[src/hw/nc_pkg.sv]
// state codes, count widths and frame geometry shared by the nC blocks; import with nc_pkg::*
`default_nettype none

package nc_pkg;

	// ------------------------------------------------------------
	// count widths
	// ------------------------------------------------------------
	// one TotalCoeff count, 0..16, also the width of nc
	localparam int COUNT_W = 5;
	// four counts side by side, index 0 in the low bits
	localparam int ROW_W = 4 * COUNT_W;

	// ------------------------------------------------------------
	// frame geometry in macroblocks
	// ------------------------------------------------------------
	localparam logic [3:0] MB_COLS = 4'd11;
	localparam logic [3:0] MB_ROWS = 4'd9;

	// ------------------------------------------------------------
	// cavlc_state codes
	// ------------------------------------------------------------
	localparam logic [3:0] CAVLC_NANB = 4'b0001;
	localparam logic [3:0] CAVLC_NC   = 4'b0010;

	// ------------------------------------------------------------
	// residual_state codes
	// ------------------------------------------------------------
	localparam logic [3:0] RES_I16_DC       = 4'b0001;
	localparam logic [3:0] RES_I16_AC       = 4'b0010;
	localparam logic [3:0] RES_LUMA         = 4'b0011;
	localparam logic [3:0] RES_CHROMA_DC_CB = 4'b0100;
	localparam logic [3:0] RES_CHROMA_DC_CR = 4'b0101;

	// chroma DC always selects the -1 table
	localparam logic [COUNT_W-1:0] NC_CHROMA_DC = 5'd31;

endpackage

`default_nettype wire
[src/hw/nc_decoder_top.sv]
// top level of the nC derivation; connects the count store, the row buffer and the nC logic
`timescale 1ns/1ps
`default_nettype none

module nc_decoder_top
	import nc_pkg::*;
(
	input  wire logic               clk,
	input  wire logic               reset_n,
	input  wire logic [3:0]         cavlc_state,
	input  wire logic [3:0]         residual_state,
	input  wire logic [3:0]         mb_num_h,
	input  wire logic [3:0]         mb_num_v,
	input  wire logic [1:0]         i8x8,
	input  wire logic [1:0]         i4x4,
	input  wire logic               end_of_block,
	input  wire logic [COUNT_W-1:0] total_coeff,
	input  wire logic               end_of_mb,
	output logic      [COUNT_W-1:0] nc
);

	logic [16*COUNT_W-1:0] cur_counts;
	logic [ROW_W-1:0]      left_counts;
	logic [ROW_W-1:0]      bottom_row;
	logic [ROW_W-1:0]      above_word;

	block_count_store block_count_store_i (
		.clk            (clk),
		.reset_n        (reset_n),
		.residual_state (residual_state),
		.i8x8           (i8x8),
		.i4x4           (i4x4),
		.end_of_block   (end_of_block),
		.total_coeff    (total_coeff),
		.end_of_mb      (end_of_mb),
		.cur_counts     (cur_counts),
		.left_counts    (left_counts),
		.bottom_row     (bottom_row)
	);

	top_row_buffer top_row_buffer_i (
		.clk        (clk),
		.mb_num_h   (mb_num_h),
		.mb_num_v   (mb_num_v),
		.end_of_mb  (end_of_mb),
		.bottom_row (bottom_row),
		.above_word (above_word)
	);

	nc_derive nc_derive_i (
		.clk            (clk),
		.reset_n        (reset_n),
		.cavlc_state    (cavlc_state),
		.residual_state (residual_state),
		.mb_num_h       (mb_num_h),
		.mb_num_v       (mb_num_v),
		.i8x8           (i8x8),
		.i4x4           (i4x4),
		.cur_counts     (cur_counts),
		.left_counts    (left_counts),
		.above_word     (above_word),
		.nc             (nc)
	);

endmodule

`default_nettype wire

[src/hw/nc_derive.sv]
// picks the nA and nB neighbour counts of the current block and averages them into nc
`timescale 1ns/1ps
`default_nettype none

module nc_derive
	import nc_pkg::*;
(
	input  wire logic                  clk,
	input  wire logic                  reset_n,
	input  wire logic [3:0]            cavlc_state,
	input  wire logic [3:0]            residual_state,
	input  wire logic [3:0]            mb_num_h,
	input  wire logic [3:0]            mb_num_v,
	input  wire logic [1:0]            i8x8,
	input  wire logic [1:0]            i4x4,
	input  wire logic [16*COUNT_W-1:0] cur_counts,
	input  wire logic [ROW_W-1:0]      left_counts,
	input  wire logic [ROW_W-1:0]      above_word,
	output logic      [COUNT_W-1:0]    nc
);

	logic               is_luma;
	logic               is_dc;
	logic [1:0]         blk_x;
	logic [1:0]         blk_y;
	logic [3:0]         idx_a;
	logic [3:0]         idx_b;
	logic               na_avail;
	logic               nb_avail;
	logic [COUNT_W-1:0] na;
	logic [COUNT_W-1:0] nb;
	logic               na_avail_r;
	logic               nb_avail_r;
	logic [COUNT_W-1:0] na_r;
	logic [COUNT_W-1:0] nb_r;
	logic [COUNT_W:0]   sum;
	logic [COUNT_W:0]   sum_rnd;

	// ------------------------------------------------------------
	// block position
	// ------------------------------------------------------------
	assign is_dc   = (residual_state == RES_I16_DC);
	assign is_luma = is_dc || residual_state == RES_I16_AC || residual_state == RES_LUMA;

	// DC sits where block 0 is
	assign blk_x = is_dc ? 2'd0 : {i8x8[0], i4x4[0]};
	assign blk_y = is_dc ? 2'd0 : {i8x8[1], i4x4[1]};

	// left and upper neighbour inside the current macroblock
	assign idx_a = {blk_y, blk_x - 2'd1};
	assign idx_b = {blk_y - 2'd1, blk_x};

	// ------------------------------------------------------------
	// neighbour selection
	// ------------------------------------------------------------
	always_comb
	begin
		na_avail = 1'b0;
		na       = '0;
		nb_avail = 1'b0;
		nb       = '0;
		if (is_luma)
		begin
			if (blk_x != 2'd0)
			begin
				na_avail = 1'b1;
				na       = cur_counts[idx_a*COUNT_W +: COUNT_W];
			end
			else if (mb_num_h != 4'd0)
			begin
				na_avail = 1'b1;
				na       = left_counts[blk_y*COUNT_W +: COUNT_W];
			end
			if (blk_y != 2'd0)
			begin
				nb_avail = 1'b1;
				nb       = cur_counts[idx_b*COUNT_W +: COUNT_W];
			end
			else if (mb_num_v != 4'd0)
			begin
				nb_avail = 1'b1;
				nb       = above_word[blk_x*COUNT_W +: COUNT_W];
			end
		end
	end

	// latched in the neighbour fetch step
	always_ff @(posedge clk or negedge reset_n)
	begin
		if (!reset_n)
		begin
			na_avail_r <= 1'b0;
			nb_avail_r <= 1'b0;
			na_r       <= '0;
			nb_r       <= '0;
		end
		else if (cavlc_state == CAVLC_NANB)
		begin
			na_avail_r <= na_avail;
			nb_avail_r <= nb_avail;
			na_r       <= na;
			nb_r       <= nb;
		end
	end

	// ------------------------------------------------------------
	// nc
	// ------------------------------------------------------------
	assign sum     = {1'b0, na_r} + {1'b0, nb_r};
	assign sum_rnd = sum + 6'd1;

	always_ff @(posedge clk or negedge reset_n)
	begin
		if (!reset_n)
			nc <= '0;
		else if (cavlc_state == CAVLC_NC)
		begin
			if (residual_state == RES_CHROMA_DC_CB || residual_state == RES_CHROMA_DC_CR)
				nc <= NC_CHROMA_DC;
			else if (na_avail_r && nb_avail_r)
				nc <= sum_rnd[COUNT_W:1];
			// at most one side is nonzero here, so the sum fits
			else
				nc <= sum[COUNT_W-1:0];
		end
	end

endmodule

`default_nettype wire

[src/hw/top_row_buffer.sv]
// line buffer with the bottom-row counts of the macroblock row above, one word per column
`timescale 1ns/1ps
`default_nettype none

module top_row_buffer
	import nc_pkg::*;
(
	input  wire logic             clk,
	input  wire logic [3:0]       mb_num_h,
	input  wire logic [3:0]       mb_num_v,
	input  wire logic             end_of_mb,
	input  wire logic [ROW_W-1:0] bottom_row,
	output logic      [ROW_W-1:0] above_word
);

	logic [ROW_W-1:0] row_mem [0:MB_COLS-1];
	logic             wr_en;

	// ------------------------------------------------------------
	// write at end of macroblock
	// ------------------------------------------------------------
	// nothing below the last row reads it back
	assign wr_en = end_of_mb && (mb_num_v != MB_ROWS - 4'd1);

	always_ff @(posedge clk)
	begin
		if (wr_en)
		begin
			row_mem[mb_num_h] <= bottom_row;
		end
	end

	// ------------------------------------------------------------
	// read
	// ------------------------------------------------------------
	// same column as the current macroblock, so the word is the one above it
	assign above_word = row_mem[mb_num_h];

	// ------------------------------------------------------------
	// checks
	// ------------------------------------------------------------
	// column index must address a real word for both read and write
	mb_num_h_range_a : assert property (
		@(posedge clk)
		mb_num_h < MB_COLS
	);

endmodule

`default_nettype wire

[src/hw/block_count_store.sv]
// holds TotalCoeff of every 4x4 luma block in the current macroblock and its left neighbour column
`timescale 1ns/1ps
`default_nettype none

module block_count_store
	import nc_pkg::*;
(
	input  wire logic                  clk,
	input  wire logic                  reset_n,
	input  wire logic [3:0]            residual_state,
	input  wire logic [1:0]            i8x8,
	input  wire logic [1:0]            i4x4,
	input  wire logic                  end_of_block,
	input  wire logic [COUNT_W-1:0]    total_coeff,
	input  wire logic                  end_of_mb,
	output logic      [16*COUNT_W-1:0] cur_counts,
	output logic      [ROW_W-1:0]      left_counts,
	output logic      [ROW_W-1:0]      bottom_row
);

	logic [1:0] blk_x;
	logic [1:0] blk_y;
	logic [3:0] blk_idx;
	logic       store_en;

	// ------------------------------------------------------------
	// block position from the z-order indices
	// ------------------------------------------------------------
	assign blk_x   = {i8x8[0], i4x4[0]};
	assign blk_y   = {i8x8[1], i4x4[1]};
	// row-major, top-left is 0
	assign blk_idx = {blk_y, blk_x};

	// DC counts are not kept, only AC and plain luma
	assign store_en = end_of_block &&
		(residual_state == RES_I16_AC || residual_state == RES_LUMA);

	// ------------------------------------------------------------
	// current and left counts
	// ------------------------------------------------------------
	always_ff @(posedge clk or negedge reset_n)
	begin
		if (!reset_n)
		begin
			cur_counts  <= '0;
			left_counts <= '0;
		end
		else if (end_of_mb)
		begin
			// right column becomes the next macroblock's left column
			for (int r = 0; r < 4; r++)
			begin
				left_counts[r*COUNT_W +: COUNT_W] <= cur_counts[(r*4+3)*COUNT_W +: COUNT_W];
			end
			// uncoded and skipped blocks then read as zero
			cur_counts <= '0;
		end
		else if (store_en)
		begin
			cur_counts[blk_idx*COUNT_W +: COUNT_W] <= total_coeff;
		end
	end

	// blocks 12..15, handed to the line buffer at end of macroblock
	assign bottom_row = cur_counts[16*COUNT_W-1 -: ROW_W];

	// ------------------------------------------------------------
	// checks
	// ------------------------------------------------------------
	// a 4x4 block never has more than 16 coefficients
	total_coeff_range_a : assert property (
		@(posedge clk) disable iff (!reset_n)
		end_of_block |-> (total_coeff <= 5'd16)
	);

endmodule

`default_nettype wire

[config.mk]
export PLATFORM = sky130hd
export DESIGN_NAME = nc_decoder_top
export DESIGN_NICKNAME = d
export VERILOG_FILES = /design/src/hw/nc_pkg.sv /design/src/hw/nc_decoder_top.sv /design/src/hw/nc_derive.sv /design/src/hw/top_row_buffer.sv /design/src/hw/block_count_store.sv
export SDC_FILE = /design/constraint.sdc
export NUM_CORES = 1
export LEC_CHECK = 0
export BUFFER_PORTS_ARGS = -buffer_cell sky130_fd_sc_hd__buf_2
export CORE_MARGIN = 5
export CORE_UTILIZATION = 56
export CTS_BUF_LIST = sky130_fd_sc_hd__clkbuf_4 sky130_fd_sc_hd__clkbuf_8 sky130_fd_sc_hd__clkbuf_16
export CTS_CLUSTER_SIZE = 14
export DETAILED_ROUTE_END_ITERATION = 10
export PLACE_DENSITY = 0.69
export SYNTH_ARGS = -nofsm -noshare
export SYNTH_HDL_FRONTEND = slang
export SYNTH_SLANG_ARGS = --single-unit
[constraint.sdc]
create_clock -name clk -period 4.38 [get_ports clk]
set_clock_uncertainty 0.05 [all_clocks]
set_input_delay 0.657 -clock clk [delete_from_list [all_inputs] [get_ports clk]]
set_output_delay 0.657 -clock clk [all_outputs]
set_load 0.02 [all_outputs]
# == After elaboration in Yosys (flattened, before gate mapping) ==
# Memory sizes are Yosys's and may differ from the RTL's.
# Cells that the tools add are included.
# totals
regBits,117
ram_bits,220
input_bits,29
output_inout_bits,5
n_memories,1
# classes
addsub,5
mul,5
eq_ne,8
shifts,6
muxes,21
reduce_logical,12
# mem_list
name,depth,width,rd,rd_ports_with_merged_regs,write_ports,line_no,text
top_row_buffer_i.row_mem,11,20,1,0,1,top_row_buffer.sv:16,logic [ROW_W-1:0] row_mem [0:MB_COLS-1];
# op_table
op,n
80-bit two-way mux,2
80-bit by 8-bit indexed part select with 5-bit output,2
80-bit bitwise mux,1
"5-bit by 34-bit variable shift with 80-bit output, first input constant",1
5-bit by 34-bit indexed part select with 80-bit output,1
5-bit two-way mux,8
20-bit by 6-bit indexed part select with 5-bit output,2
7-bit negator with 34-bit output,1
"4-bit by 3-bit multiplier with 7-bit output, second input constant",3
"4-bit by 2-bit equality test with 1-bit output, second input constant",3
"2-bit by 3-bit multiplier with 5-bit output, second input constant",2
"4-bit by 1-bit equality test with 1-bit output, second input constant",2
"4-bit by 3-bit equality test with 1-bit output, second input constant",2
1-bit two-way mux,8
4-bit nonzero test,2
5-bit by 5-bit adder with 6-bit output,1
"6-bit by 1-bit adder with 6-bit output, second input constant",1
2-bit nonzero test,3
1-bit logical OR,4
2-bit two-way mux,2
"4-bit inequality test, second input constant",1
"2-bit by 1-bit subtractor with 2-bit output, second input constant",2
1-bit logical AND,3

# == Logic depth before layout (Yosys ltp) ==
# depth
depth_word,7
ltp_mapped,12
depth_no_buf,9

# == By module ==
# A second synthesis with hierarchy kept.
# hier_totals
hier_cells,1201
hier_area_um2,16435.8
# by_module_without_submodules
module,n_inst,cells_per_inst,area_per_inst_um2
top_row_buffer,1,472,8973.6
block_count_store,1,405,4654.5
nc_derive,1,324,2807.7

# == Least setup slack after synthesis ==
# Ideal clock, no wire load.
# synth_path
path_kind,input -> register
from,in i8x8[0]
to,reg nc_derive_i.na_r[0]
setup_ns,0.122
arrival_time_ns,3.247
t_required_ns,4.208
setup_slack_ns,0.962
path_stages,11
n_path_buf,5
cell_sequence,buf_2 > buf_1 > clkbuf_1 > clkbuf_1 > nand2_1 > ha_1 > clkbuf_1 > mux4_2 > a22oi_1 > nand3_1 > a32o_1
# synth_between
elab_chain_cells,6
# synth_rtl
element,line_no,text
from (decl),nc_decoder_top.sv:14,"input wire logic [1:0] i8x8,"
2-bit two-way mux *,nc_derive.sv:46,"assign blk_x = is_dc ? 2'd0 : {i8x8[0], i4x4[0]};"
2-bit by 1-bit subtractor with 2-bit output,nc_derive.sv:50,"assign idx_a = {blk_y, blk_x - 2'd1};"
4-bit by 3-bit multiplier with 7-bit output,nc_derive.sv:67,na = cur_counts[idx_a*COUNT_W +: COUNT_W];
80-bit by 8-bit indexed part select with 5-bit output,nc_derive.sv:67,
5-bit two-way mux *,nc_derive.sv:64,if (blk_x != 2'd0)
5-bit two-way mux *,nc_derive.sv:62,if (is_luma)
to (signal assigned),nc_derive.sv:101,na_r <= na;
to (decl),nc_derive.sv:34,logic [COUNT_W-1:0] na_r;
# Mark *: on every way between the ends. The rest lies on a longest branch, timed or not.
# A chain may end at the register's enable or synchronous reset.

# == Final worst setup path ==
# layout_path
from,in residual_state[1]
to,reg nc_derive_i.nb_r[3]
# layout_between
elab_chain_cells,7
# layout_rtl
element,line_no,text
from (decl),nc_decoder_top.sv:11,"input wire logic [3:0] residual_state,"
4-bit by 1-bit equality test with 1-bit output,nc_derive.sv:42,assign is_dc = (residual_state == RES_I16_DC);
2-bit two-way mux (on tied branches),"nc_derive.sv:47, nc_derive.sv:46",
2-bit by 1-bit subtractor with 2-bit output / 2-bit by 3-bit multiplier with 5-bit output (equally long branches),"nc_derive.sv:51, nc_derive.sv:82",
4-bit by 3-bit multiplier with 7-bit output / 20-bit by 6-bit indexed part select with 5-bit output (equally long branches),"nc_derive.sv:77, nc_derive.sv:82",
80-bit by 8-bit indexed part select with 5-bit output / 5-bit two-way mux (equally long branches),"nc_derive.sv:77, nc_derive.sv:79",
5-bit two-way mux,nc_derive.sv:74,if (blk_y != 2'd0)
5-bit two-way mux *,nc_derive.sv:62,
to (signal assigned),nc_derive.sv:102,nb_r <= nb;
to (decl),nc_derive.sv:35,logic [COUNT_W-1:0] nb_r;
# Marked as above.

==> flow_metrics.py <==
metrics = {
    "critical_path": {
        "cp-start-kind": "input port",
        "critical_path.endpoint": "nc_derive_i.nb_r[3]",
        "r2r_slack_ns": 2.11,
        "critical_path_required_ns": 4.74,
        "r2r_start": "nc_derive_i.na_r[0]",
        "crit_arrival_ns": 3.53,
        "worstRegToRegCells": 8,
        "critical_path_class": "input port to flop",
        "worstSetupEndpointType": "flop",
        "crit_start": "residual_state[1]",
        "cp_max_fo": 23,
        "reg2reg_to": "nc_derive_i.nc[4]",
    },
    "placement": {
        "place_hpwl_um": 27000,
        "gp_congestion": 0.940,
        "dp_cells": 1433,
        "portBuffers": 33,
    },
    "detailed_routing": {
        "wire_per_inst_um": 26.7,
        "drt_wl_total_um": 40000,
        "drc": 0,
        "ant_nets": 0,
        "num_vias": 10000,
        "via_per_inst": 6.70,
        "drt_iter0_drc": 1303,
        "firstDrtPassIters": 6,
    },
    "cells_and_area": {
        "final_common_cell": "edfxtp_1",
        "finalNonFillerCells": 1496,
        "layout_common_cells": "edfxtp_1, dfrtp_1, nand2_1",
        "areaGrowthSynthToFinish_pct": 10.9,
        "drive_above_1_share_pct": 19.7,
        "diodes": 0,
        "nets": 1172,
    },
    "die": {
        "ioPinCount": 34,
        "die_area_sq_um": 30900,
        "rows": 60,
        "core_area_sq_um": 27000,
        "dieHeight_um": 176,
        "start_util_pct": 57.0,
        "die_w_um": 176,
    },
    "synthesis": {
        "syn_inst": 1099,
        "synth_edf_count": 220,
        "ys_seq_area_share_pct": 61.9,
        "ys.flop_type": "edfxtp_1",
        "yosys-top-cells-area": "edfxtp_1, dfrtp_1, mux4_2",
        "syn_area_per_cell_sq_um": 14.0,
        "synthArstFlopShare_pct": 34.7,
        "synth_top_area_share_pct": 42.9,
        "syn-num-nets": 1141,
        "synth.distinct_cells": 69,
        "syn_area_sq_um": 15400,
        "synth.ff_latch_count": 337,
        "yosysTopAreaCell": "edfxtp_1",
        "synth_warnings": 0,
    },
    "timing": {
        "fin_crit_ns": 3.17,
        "drv_slew": 0,
        "tightest_slew_ns": 1.01,
        "slew_headroom_pct": 32.5,
        "setup_violations": 0,
        "tns_ns": 0,
        "finalCritPeriodShare_pct": 72.3,
        "rsz0062_at_grt": "no",
        "hold_viol_final": 0,
        "max_freq_ghz": 0.316,
        "fin_hold_ws_ns": 0.226,
    },
    "pwr": {
        "ir_drop_uv": 359,
        "p_int_uw": 5240,
        "clkPwrFrac_pct": 43.1,
        "netSwitchingPower_uw": 1530,
        "switching_share_pct": 22.6,
        "power_density_nw_per_um2": 397,
        "p_seq_share_pct": 50.3,
        "p_leak_uw": 0.00685,
        "comb_power_share_pct": 6.6,
    },
    "clocking": {
        "cts-root-buf": "clkbuf_16",
        "cts_hold_repair.buffers": 0,
        "cts_tree": "built",
        "cts_setup_buffers": 0,
        "h-tree-depth": 2,
        "worstSkewPairLatency_ns": 0.53,
        "numCtsBuffers": 36,
        "clk_pin_slew_ns": 0.06,
        "post_cts_resized": 0,
        "clock-sinks": 337,
        "clock_path_buffers": 3,
    },
    "global_route": {
        "globalRoute.totalOverflow": 0,
        "grt_max_degree": 76,
        "grt_pass1_vias": 9844,
        "grt_pass1_wl_um": 61400,
        "antenna_found_initial": 0,
        "grtUsageTotal_pct": 26.2,
    },
    "flow_run": {
        "max_cap_viol_count": 0,
    },
    "status": {
        "status": "completed",
    },
    "hold_path": {
        "min_path_type": "input port to asynchronous set/reset pin",
    },
}
[worst max-delay path, stage by stage]
cell      delay [ns]
buf_2           0.14
or4b_1          0.74
and2_1          0.33
clkinv_2        0.27
ha_1            0.48
nor2b_1         0.36
a22o_1          0.22
nand3_1         0.08
a32o_1          0.24
[power groups by stage]
stage / Sequential, uW / Combinational (uW) / Clock, uW
4_1_cts: 3410 / 443 / 2960
3_5_place_dp: 3470 / 441 / 0
2_1_floorplan: 3480 / 282 / 0
5_1_grt: 3410 / 482 / 3090
6_report: 3410 / 446 / 2920
3_3_place_gp: 3470 / 436 / 0
[stage by stage]
step           util (%)  power [uW]  setup slack, ns  cell area (sq um)
2_1_floorplan         -        3760            0.962              15400
3_3_place_gp       59.0        3910            0.820              15900
3_5_place_dp       59.0        3910            0.721              15900
4_1_cts            63.2        6820             1.27              17100
5_1_grt            63.2        6980             1.08              17100
6_report           63.2        6770             1.21              17100
[area by class of cell]
type                    instances  area [sq um]
clock buffers                  48          1010
clock inverters                15           123
fillers                      1994          9940
inverters                      13          51.3
multi-input cells             680          5520
flip-flops and latches        337          9530
well taps                     341           427
repair buffers                 62           413
[Yosys cell counts, drive strengths merged, types with 3 or more instances]
| library cell | number |
|---|---|
| a22oi | 7 |
| o211ai | 9 |
| a221oi | 12 |
| mux2i | 65 |
| a21o | 3 |
| nand3 | 35 |
| nand2 | 76 |
| mux4 | 50 |
| and3 | 7 |
| edfxtp | 220 |
| dfrtp | 117 |
| a22o | 63 |
| a211oi | 20 |
| and2 | 20 |
| a21oi | 52 |
| clkinv | 3 |
| a211o | 9 |
| o221ai | 5 |
| nor2b | 12 |
| buf | 36 |
| a32o | 5 |
| a31oi | 7 |
| nor3 | 10 |
| xor2 | 4 |
| mux2 | 35 |
| nor2 | 68 |
| o22ai | 13 |
| inv | 10 |
| ha | 12 |
| o21ai | 32 |
| xnor2 | 3 |
| clkbuf | 33 |
| nor4b | 3 |
| o22a | 7 |
| nand2b | 7 |
[logic make-up after synthesis]
family                     Yosys count  share of synthesized area (%)
xor gates and xnor gates             7                          0.398
AOI/OAI and AO/OA                  257                           12.1
muxes                              150                           14.1
buffers and inverters               82                           2.42
and+or+nand+nor                    253                           7.92
DFF                                337                           61.9
adders and majority gates           13                           1.10
[routing by layer]
metal / part of all wire, % / global-route usage [%] / up-vias / wire (um)
met5: 0 / 0 / - / 0
met4: 3.0 / 8.06 / 0 / 1190
met3: 11 / 7.10 / 78 / 4470
met2: 44 / 37.8 / 576 / 17500
met1: 42 / 39.4 / 5014 / 16800
li1: - / - / 4357 / -
[worst min path at each step]
stage	from	to	slack (ns)	depth (start not counted)
floorplan	reset_n	block_count_store_i.cur_counts[0]	0.31	0
global placement	block_count_store_i.left_counts[8]	block_count_store_i.left_counts[8]	0.43	1
detailed placement	block_count_store_i.left_counts[12]	block_count_store_i.left_counts[12]	0.45	1
CTS	reset_n	nc_derive_i.nc[0]	0.27	1
global route	reset_n	nc_derive_i.nc[0]	0.32	1
finish	reset_n	nc_derive_i.nc[0]	0.23	1
[registers in the layout (all words and copies together), names as in the netlist]
| signal | flops |
|---|---|
| top_row_buffer_i.row_mem | 220 |
| nc_derive_i.nb_avail_r | 1 |
| nc_derive_i.na_r | 5 |
| nc_derive_i.nb_r | 5 |
| nc_derive_i.na_avail_r | 1 |
| block_count_store_i.cur_counts | 80 |
| nc_derive_i.nc | 5 |
| block_count_store_i.left_counts | 20 |
Note: power is estimated with default switching activity, not from simulation.
